$ cat src/logic/serial_pkg.sv
package serial_pkg;

   // RV32 fixes these widths
   localparam int XLEN  = 32;
   localparam int CNT_W = 5;     // counts 32 bit slots
   localparam int RA_W  = 5;     // register address width

   // major opcodes handled by the unit
   localparam logic [6:0] OPC_OP     = 7'b0110011;
   localparam logic [6:0] OPC_OP_IMM = 7'b0010011;
   localparam logic [6:0] OPC_LUI    = 7'b0110111;

   // request as seen on the port
   typedef struct packed {
      logic [XLEN-1:0] instr;
      logic [XLEN-1:0] rs1;
      logic [XLEN-1:0] rs2;
   } exec_req_t;

   // writeback for the register file
   typedef struct packed {
      logic [RA_W-1:0] rd_addr;
      logic            rd_we;
      logic [XLEN-1:0] result;
   } exec_rsp_t;

   // operation the serial ALU performs
   typedef enum logic [2:0] {
      ALU_ADD  = 3'd0,
      ALU_SUB  = 3'd1,
      ALU_AND  = 3'd2,
      ALU_OR   = 3'd3,
      ALU_XOR  = 3'd4,
      ALU_SLT  = 3'd5,
      ALU_SLTU = 3'd6
   } alu_op_e;

   // control word from decoder to ALU
   typedef struct packed {
      alu_op_e         op;
      logic            b_imm;     // b from immediate stream
      logic            a_zero;    // a forced low, LUI
      logic [RA_W-1:0] rd_addr;
      logic            rd_we;
   } alu_ctrl_t;

   // decoder run sequence
   typedef enum logic [1:0] {
      IDLE = 2'd0,
      RUN  = 2'd1,
      DONE = 2'd2
   } run_state_e;

endpackage

$ cat src/logic/serial_decode.sv
`timescale 1ns/1ps

module serial_decode (
   input  logic                       clk,
   input  logic                       i_rst,
   input  logic                       i_req,
   input  logic [serial_pkg::XLEN-1:0] i_instr,
   output logic                       o_ack,
   output logic                       o_start,
   output logic                       o_cnt_en,
   output logic                       o_cnt_first,
   output logic                       o_cnt_last,
   output logic                       o_imm_bit,
   output serial_pkg::alu_ctrl_t      o_ctrl
);

   import serial_pkg::*;

   run_state_e       state_q;
   logic [CNT_W-1:0] cnt_q;
   logic             start_q;
   logic             ack_q;

   // fields held for the whole run
   logic [6:0]       opcode_q;
   logic [2:0]       funct3_q;
   logic             f7_b30_q;
   logic [RA_W-1:0]  rd_q;
   logic [XLEN-1:0]  imm_q;

   logic             accept;
   logic [XLEN-1:0]  imm_d;
   logic             is_op;
   logic             is_opimm;
   logic             is_lui;
   logic             f3_ok;

   assign accept = (state_q == IDLE) & i_req;

   // U-type for LUI, otherwise sign extended I-type
   always_comb begin
      if (i_instr[6:0] == OPC_LUI) begin
         imm_d = {i_instr[31:12], 12'b0};
      end else begin
         imm_d = {{20{i_instr[31]}}, i_instr[31:20]};
      end
   end

   always_ff @(posedge clk) begin
      if (i_rst) begin
         state_q <= IDLE;
         cnt_q   <= '0;
         start_q <= 1'b0;
         ack_q   <= 1'b0;
      end else begin
         start_q <= 1'b0;   // single cycle pulse
         case (state_q)
            IDLE: begin
               if (i_req) begin
                  state_q <= RUN;
                  start_q <= 1'b1;
                  cnt_q   <= '0;
               end
            end
            RUN: begin
               cnt_q <= cnt_q + 1'b1;
               if (cnt_q == '1) begin
                  state_q <= DONE;   // last bit consumed this edge
               end
            end
            DONE: begin
               if (!ack_q) begin
                  ack_q <= 1'b1;     // ALU response is registered by now
               end else if (!i_req) begin
                  ack_q   <= 1'b0;
                  state_q <= IDLE;
               end
            end
            default: state_q <= IDLE;
         endcase
      end
   end

   // instruction fields and the immediate rotator
   always_ff @(posedge clk) begin
      if (accept) begin
         opcode_q <= i_instr[6:0];
         funct3_q <= i_instr[14:12];
         f7_b30_q <= i_instr[30];
         rd_q     <= i_instr[11:7];
         imm_q    <= imm_d;
      end else if (o_cnt_en) begin
         imm_q <= {imm_q[0], imm_q[XLEN-1:1]};   // lsb first
      end
   end

   assign o_ack       = ack_q;
   assign o_start     = start_q;
   assign o_cnt_en    = (state_q == RUN);
   assign o_cnt_first = o_cnt_en & (cnt_q == '0);
   assign o_cnt_last  = o_cnt_en & (cnt_q == '1);
   assign o_imm_bit   = imm_q[0];

   assign is_op    = (opcode_q == OPC_OP);
   assign is_opimm = (opcode_q == OPC_OP_IMM);
   assign is_lui   = (opcode_q == OPC_LUI);

   always_comb begin
      o_ctrl = '0;
      o_ctrl.op = ALU_ADD;
      f3_ok = 1'b1;
      case (funct3_q)
         3'b000: o_ctrl.op = (is_op & f7_b30_q) ? ALU_SUB : ALU_ADD;
         3'b010: o_ctrl.op = ALU_SLT;
         3'b011: o_ctrl.op = ALU_SLTU;
         3'b100: o_ctrl.op = ALU_XOR;
         3'b110: o_ctrl.op = ALU_OR;
         3'b111: o_ctrl.op = ALU_AND;
         default: f3_ok = 1'b0;   // shifts not handled
      endcase
      if (is_lui) begin
         o_ctrl.op     = ALU_ADD;   // 0 + imm
         o_ctrl.a_zero = 1'b1;
      end
      o_ctrl.b_imm   = is_opimm | is_lui;
      o_ctrl.rd_addr = rd_q;
      o_ctrl.rd_we   = (((is_op | is_opimm) & f3_ok) | is_lui) & (rd_q != '0);
   end

endmodule

$ cat src/logic/operand_shifter.sv
`timescale 1ns/1ps

module operand_shifter (
   input  logic                        clk,
   input  logic                        i_rst,
   input  logic                        i_start,
   input  logic                        i_cnt_en,
   input  logic [serial_pkg::XLEN-1:0] i_rs1,
   input  logic [serial_pkg::XLEN-1:0] i_rs2,
   output logic                        o_rs1_bit,
   output logic                        o_rs2_bit
);

   import serial_pkg::*;

   logic [XLEN-1:0] rs1_q;
   logic [XLEN-1:0] rs2_q;

   // start coincides with run cycle 0, so bit 0 comes straight from the input
   // and the registers load the remaining bits already shifted by one
   always_ff @(posedge clk) begin
      if (i_rst) begin
         rs1_q <= '0;
         rs2_q <= '0;
      end else if (i_start) begin
         rs1_q <= {1'b0, i_rs1[XLEN-1:1]};
         rs2_q <= {1'b0, i_rs2[XLEN-1:1]};
      end else if (i_cnt_en) begin
         rs1_q <= {1'b0, rs1_q[XLEN-1:1]};   // next bit down
         rs2_q <= {1'b0, rs2_q[XLEN-1:1]};
      end
   end

   assign o_rs1_bit = i_start ? i_rs1[0] : rs1_q[0];
   assign o_rs2_bit = i_start ? i_rs2[0] : rs2_q[0];

endmodule

$ cat src/logic/serial_alu.sv
`timescale 1ns/1ps

module serial_alu (
   input  logic                  clk,
   input  logic                  i_rst,
   input  logic                  i_start,
   input  logic                  i_cnt_en,
   input  logic                  i_cnt_first,
   input  logic                  i_cnt_last,
   input  serial_pkg::alu_ctrl_t i_ctrl,
   input  logic                  i_rs1_bit,
   input  logic                  i_rs2_bit,
   input  logic                  i_imm_bit,
   output serial_pkg::exec_rsp_t o_rsp
);

   import serial_pkg::*;

   logic            a_bit;
   logic            b_raw;
   logic            b_bit;
   logic            sub_like;
   logic            is_cmp;
   logic            c_in;
   logic            sum;
   logic            c_out;
   logic            res_bit;
   logic            lt;
   logic [XLEN-1:0] res_q;
   logic            carry_q;
   logic            lt_q;
   logic            done_q;
   logic [XLEN-1:0] result;

   assign a_bit    = i_ctrl.a_zero ? 1'b0 : i_rs1_bit;
   assign b_raw    = i_ctrl.b_imm ? i_imm_bit : i_rs2_bit;
   assign is_cmp   = (i_ctrl.op == ALU_SLT) | (i_ctrl.op == ALU_SLTU);
   assign sub_like = (i_ctrl.op == ALU_SUB) | is_cmp;

   // a + ~b + 1 for subtract and compare
   assign b_bit = b_raw ^ sub_like;
   assign c_in  = i_cnt_first ? sub_like : carry_q;
   assign sum   = a_bit ^ b_bit ^ c_in;
   assign c_out = (a_bit & b_bit) | (a_bit & c_in) | (b_bit & c_in);

   always_comb begin
      case (i_ctrl.op)
         ALU_ADD, ALU_SUB: res_bit = sum;
         ALU_AND:          res_bit = a_bit & b_raw;
         ALU_OR:           res_bit = a_bit | b_raw;
         ALU_XOR:          res_bit = a_bit ^ b_raw;
         default:          res_bit = 1'b0;   // compare fills in later
      endcase
   end

   // valid on the sign bit only
   // unsigned borrow is the missing carry out
   // signed uses a's sign when the signs differ, else the difference sign
   always_comb begin
      if (i_ctrl.op == ALU_SLTU) begin
         lt = ~c_out;
      end else if (a_bit ^ b_raw) begin
         lt = a_bit;
      end else begin
         lt = sum;
      end
   end

   always_ff @(posedge clk) begin
      if (i_cnt_en) begin
         carry_q <= c_out;
         res_q   <= {res_bit, res_q[XLEN-1:1]};   // enters from the top
      end
   end

   always_ff @(posedge clk) begin
      if (i_rst) begin
         lt_q   <= 1'b0;
         done_q <= 1'b0;
      end else begin
         done_q <= i_cnt_last;
         if (i_start) begin
            lt_q <= 1'b0;
         end else if (i_cnt_last) begin
            lt_q <= lt;
         end
      end
   end

   // unsupported or rd zero gives a zero result
   always_comb begin
      if (!i_ctrl.rd_we) begin
         result = '0;
      end else if (is_cmp) begin
         result = {{(XLEN-1){1'b0}}, lt_q};
      end else begin
         result = res_q;
      end
   end

   always_ff @(posedge clk) begin
      if (i_rst) begin
         o_rsp <= '0;
      end else if (done_q) begin
         o_rsp.rd_addr <= i_ctrl.rd_addr;
         o_rsp.rd_we   <= i_ctrl.rd_we;
         o_rsp.result  <= result;
      end
   end

endmodule

$ cat src/logic/serial_exec_top.sv
`timescale 1ns/1ps

module serial_exec_top (
   input  logic                  clk,
   input  logic                  i_rst,
   input  logic                  i_req,
   input  serial_pkg::exec_req_t i_req_data,
   output logic                  o_ack,
   output serial_pkg::exec_rsp_t o_rsp
);

   import serial_pkg::*;

   logic      start;
   logic      cnt_en;
   logic      cnt_first;
   logic      cnt_last;
   logic      imm_bit;
   logic      rs1_bit;
   logic      rs2_bit;
   alu_ctrl_t ctrl;

   serial_decode u_decode (
      .clk         (clk),
      .i_rst       (i_rst),
      .i_req       (i_req),
      .i_instr     (i_req_data.instr),
      .o_ack       (o_ack),
      .o_start     (start),
      .o_cnt_en    (cnt_en),
      .o_cnt_first (cnt_first),
      .o_cnt_last  (cnt_last),
      .o_imm_bit   (imm_bit),
      .o_ctrl      (ctrl)
   );

   // register operands, same pace as the immediate
   operand_shifter u_shifter (
      .clk       (clk),
      .i_rst     (i_rst),
      .i_start   (start),
      .i_cnt_en  (cnt_en),
      .i_rs1     (i_req_data.rs1),
      .i_rs2     (i_req_data.rs2),
      .o_rs1_bit (rs1_bit),
      .o_rs2_bit (rs2_bit)
   );

   serial_alu u_alu (
      .clk         (clk),
      .i_rst       (i_rst),
      .i_start     (start),
      .i_cnt_en    (cnt_en),
      .i_cnt_first (cnt_first),
      .i_cnt_last  (cnt_last),
      .i_ctrl      (ctrl),
      .i_rs1_bit   (rs1_bit),
      .i_rs2_bit   (rs2_bit),
      .i_imm_bit   (imm_bit),
      .o_rsp       (o_rsp)
   );

endmodule

$ cat config.mk
export PLATFORM = sky130hd
export DESIGN_NAME = serial_exec_top
export DESIGN_NICKNAME = d
export VERILOG_FILES = /design/src/logic/serial_pkg.sv /design/src/logic/serial_decode.sv /design/src/logic/operand_shifter.sv /design/src/logic/serial_alu.sv /design/src/logic/serial_exec_top.sv
export SDC_FILE = /design/constraint.sdc
export NUM_CORES = 1
export LEC_CHECK = 0
export BUFFER_PORTS_ARGS = -buffer_cell sky130_fd_sc_hd__buf_2
export CORE_MARGIN = 5
export CORE_UTILIZATION = 57
export CTS_BUF_LIST = sky130_fd_sc_hd__clkbuf_8
export DETAILED_ROUTE_END_ITERATION = 6
export GPL_ROUTABILITY_DRIVEN = 1
export HOLD_SLACK_MARGIN = 0.02
export PLACE_DENSITY = 0.81
export SYNTH_ARGS = -nofsm -noshare
export SYNTH_HDL_FRONTEND = slang
export SYNTH_SLANG_ARGS = --single-unit
export TNS_END_PERCENT = 10
$ cat constraint.sdc
create_clock -name clk -period 2.85 [get_ports clk]
set_clock_uncertainty 0.1 [all_clocks]
set_input_delay 0.285 -clock clk [delete_from_list [all_inputs] [get_ports clk]]
set_output_delay 0.285 -clock clk [all_outputs]
set_load 0.005 [all_outputs]
==> results.sh <==
export IMPL_power_total_uw=5522
export IMPL_seq_area_frac_synth=0.6161
export IMPL_utilization=0.7276
export IMPL_vdd_drop_max_mv=0.3000
export IMPL_cts_tree="built"
export IMPL_timing_final_setup_violations=0
export IMPL_slew_limit_headroom=0.1609
export IMPL_drc=0
export IMPL_synth_largest_area_cell="sky130_fd_sc_hd__edfxtp_1"
export IMPL_power_density_nw_per_um2=577.6
export IMPL_drive_above_1_share=0.2015
export IMPL_die_area_um2=15660
export IMPL_initial_utilization=0.5750
export IMPL_async_reset_ff_frac=0
export IMPL_grt_max_degree=99
export IMPL_number_of_port_buffers=137
export IMPL_detail_route_wirelength_um=18060
export IMPL_grt_total_usage=0.2241
export IMPL_wire_per_inst_um=16.18
export IMPL_place_congestion=0.8814
export IMPL_finalCritPeriodShare=0.9603
export IMPL_filler_cell_count=925
export IMPL_synth_enable_flop_cells=81
export IMPL_cts_root_buffer_cell="sky130_fd_sc_hd__clkbuf_8"
export IMPL_yosys_cell_count_top_type="sky130_fd_sc_hd__nand2_1"
export IMPL_clock_tree_htree_level_count=4
export IMPL_chipWidth_um=125.1
export IMPL_nNetsFinal=1030
export IMPL_multi_input_area_um2=2628
export IMPL_worstSetupEndpointType="register"
export IMPL_min_clock_period_post_route_ns=2.737
export IMPL_stdcell_area_um2=9559
export IMPL_worst_endpoint_required_ns=2.95
export IMPL_cts_inserted_buffers=17
export IMPL_floorplan_core_area_um2=13140
export IMPL_critPathLaunchType="register"
export IMPL_status="finished, final reports clean"
export IMPL_drv_cap=0
export IMPL_synth_common_cells="177 x sky130_fd_sc_hd__nand2_1, 111 x sky130_fd_sc_hd__dfxtp_1, 81 x sky130_fd_sc_hd__edfxtp_1"
export IMPL_p_leak_uw=0.003732
export IMPL_path_delay_family="simple AND/OR/NAND/NOR gates"
export IMPL_synth_ff_type="sky130_fd_sc_hd__dfxtp_1"
export IMPL_max_stage_delay_ns=0.57
export IMPL_setup_ws_ns=0.1130
export IMPL_grt_pass1_wl_um=28900
export IMPL_cts_post_setup_buffers_inserted=0
export IMPL_grt_setup_unrepaired="false"
export IMPL_timing_critical_path_cells="nand3b_1, or3_4, o31ai_4, xor2_1, fa_1, nor2_1, a31oi_1, o221ai_1"
export IMPL_regArea_um2=4654
export IMPL_finalMaxSlewViolations=0
export IMPL_max_slew_worst_pin_slew_ns=1.257
export IMPL_source_to_sink_clock_delay_at_the_later_pin_of_the_worst_skew_pair_ns=0.46
export IMPL_clock_tree_buffer_depth=2
export IMPL_antenna_left=0
export IMPL_crit_buf_inv=0
export IMPL_route_vias_total=6305
export IMPL_finalHoldViolations=0
export IMPL_syn_area_um2=7555
export IMPL_crit_type="register to register"
export IMPL_die_h_um=125.1
export IMPL_drt_pre_antenna_iters=6
export IMPL_placed_cell_area_um2=8325
export IMPL_tritoncts_num_sinks=192
export IMPL_crit_slowest_cell="sky130_fd_sc_hd__fa_1"
export IMPL_clock_edge_transition_at_the_registers_on_the_reported_setup_and_hold_paths_ns=0.09
export IMPL_fp_row_count=42
export IMPL_clock_fmax_ghz=0.3654
export IMPL_placement_setup_slack_ns=0.03172
export IMPL_synthCells=736
export IMPL_post_synth_cell_area_avg_um2=10.26
export IMPL_routed_via_density=5.650
export IMPL_setup_tns_final_ns=0
export IMPL_synth_cell_type_count=47
export IMPL_min_delay_path_class="primary input to register"
export IMPL_dp_hpwl_um=10450
export IMPL_ys_seq_elements=192
export IMPL_cp_data_arrival_time_ns=2.84
export IMPL_grt_pass1_vias=6010
export IMPL_worst_path_max_fanout=5
export IMPL_yosysWarningCount=0
export IMPL_post_synth_top_area_fraction=0.3220
export IMPL_synth_area_leaders="sky130_fd_sc_hd__edfxtp_1 32%, sky130_fd_sc_hd__dfxtp_1 29%, sky130_fd_sc_hd__nand2_1 8.8%, sky130_fd_sc_hd__a311oi_1 7.0%, sky130_fd_sc_hd__nor2_1 3.9%"
export IMPL_num_io_pins=138
export IMPL_grt_overflow_total=0
export IMPL_synth_net_count=841
export IMPL_areaGrowthSynthToFinish_pct=26.53
export IMPL_grt_antenna_before_repair=1
export IMPL_detailedRoute_firstIterationViolations=610
==> layout make-up <==
cell class              instances  area share
clock buffers                  17     0.02448
flip-flops and latches        192      0.4869
repair buffers                227      0.1660
inverters                      15    0.006152
clock inverters                15     0.01806
diodes                          2   0.0005236
multi-input cells             472      0.2749
well taps                     176     0.02304
==> worst register-to-register path, stage by stage, from the launching register on <==
cell and delay [ns]:
sky130_fd_sc_hd__edfxtp_1 0.35, sky130_fd_sc_hd__nand3b_1 0.25, sky130_fd_sc_hd__or3_4 0.42, sky130_fd_sc_hd__o31ai_4 0.31, sky130_fd_sc_hd__xor2_1 0.14, sky130_fd_sc_hd__fa_1 0.57
sky130_fd_sc_hd__nor2_1 0.07, sky130_fd_sc_hd__a31oi_1 0.13, sky130_fd_sc_hd__o221ai_1 0.13
==> stage by stage <==
| stage | instances | hold slack (ns) |
|---|---|---|
| final | 1116 | 0.05006 |
| after global routing | 1115 | 0.03165 |
| after CTS | 1114 | 0.02723 |
| after detailed placement | 1002 | 0.3363 |
| after global placement | 1002 | 0.3345 |
| after floorplan | 736 | 0.2839 |
==> metal layers <==
metal  track usage  part of all wire  vias to the layer above
met5             0                 0                        -
li1              -                 -                     3010
met3       0.05757             0.060                       58
met1        0.2857              0.42                     2980
met2        0.3641              0.48                      257
met4       0.09758             0.033                        0
==> where the power goes <==
group          switching [uW]  internal [uW]
clock network             946            867
logic                     319            247
registers                81.5           3060
total                    1350           4180
==> path summary, 6_finish.rpt <==
check                  startpoint  slack (ns)                  end  cells after the start
min reg2reg        u_alu.res_q[5]        0.36       u_alu.res_q[4]                      0
max          u_decode.opcode_q[3]        0.11      u_alu.res_q[31]                      8
max reg2reg  u_decode.opcode_q[3]        0.11      u_alu.res_q[31]                      8
min                i_req_data[45]        0.05  u_shifter.rs1_q[12]                      3
==> cell usage in the layout (no fill, tap or decap), types with 2 or more instances in the layout <==
cell,count
sky130_fd_sc_hd__nand3b_1,4
sky130_fd_sc_hd__dlygate4sd3_1,80
sky130_fd_sc_hd__nor2_1,78
sky130_fd_sc_hd__clkinv_4,5
sky130_fd_sc_hd__inv_1,15
sky130_fd_sc_hd__ha_1,5
sky130_fd_sc_hd__nand2_1,177
sky130_fd_sc_hd__buf_4,8
sky130_fd_sc_hd__a22o_1,31
sky130_fd_sc_hd__o21ai_0,34
sky130_fd_sc_hd__nand3_1,8
sky130_fd_sc_hd__nor3_1,2
sky130_fd_sc_hd__diode_2,2
sky130_fd_sc_hd__clkinv_2,4
sky130_fd_sc_hd__clkbuf_8,17
sky130_fd_sc_hd__nand4_1,2
sky130_fd_sc_hd__buf_2,137
sky130_fd_sc_hd__inv_6,2
sky130_fd_sc_hd__o211ai_1,2
sky130_fd_sc_hd__buf_12,2
sky130_fd_sc_hd__nor2b_1,2
sky130_fd_sc_hd__nand4b_1,2
sky130_fd_sc_hd__edfxtp_1,81
sky130_fd_sc_hd__a21oi_1,30
sky130_fd_sc_hd__bufinv_16,3
sky130_fd_sc_hd__mux2i_1,8
sky130_fd_sc_hd__xor2_1,2
sky130_fd_sc_hd__a311oi_1,60
sky130_fd_sc_hd__dfxtp_1,111
==> cell families after synthesis <==
logic type / count (synthesis) / share of synthesized area
DFF: 192 / 0.6161
and+or+nand+nor: 283 / 0.1492
adders and majority gates: 6 / 0.01093
AOI/OAI and AO/OA: 172 / 0.1691
muxes: 9 / 0.01209
xor gates and xnor gates: 2 / 0.002319
buffers and inverters: 72 / 0.04024
==> state kept, by name, indices dropped and copies added, names as in the netlist <==
register,count
u_decode.cnt_q,5
u_decode.o_ack,1
u_decode.opcode_q,7
u_decode.f7_b30_q,1
u_shifter.rs2_q,31
u_decode.rd_q,5
u_alu.done_q,1
u_decode.o_start,1
u_alu.lt_q,1
u_alu.carry_q,1
u_decode.imm_q,32
u_decode.funct3_q,3
u_decode.state_q,2
u_alu.o_rsp,38
u_alu.res_q,32
u_shifter.rs1_q,31
==> what timing repair did <==
item                       CTS  global route
resized for setup            2             2
hold buffers                80             0
setup endpoints to repair    1             1
hold endpoints to repair    84             0
Power figures use the tool's default switching activity.
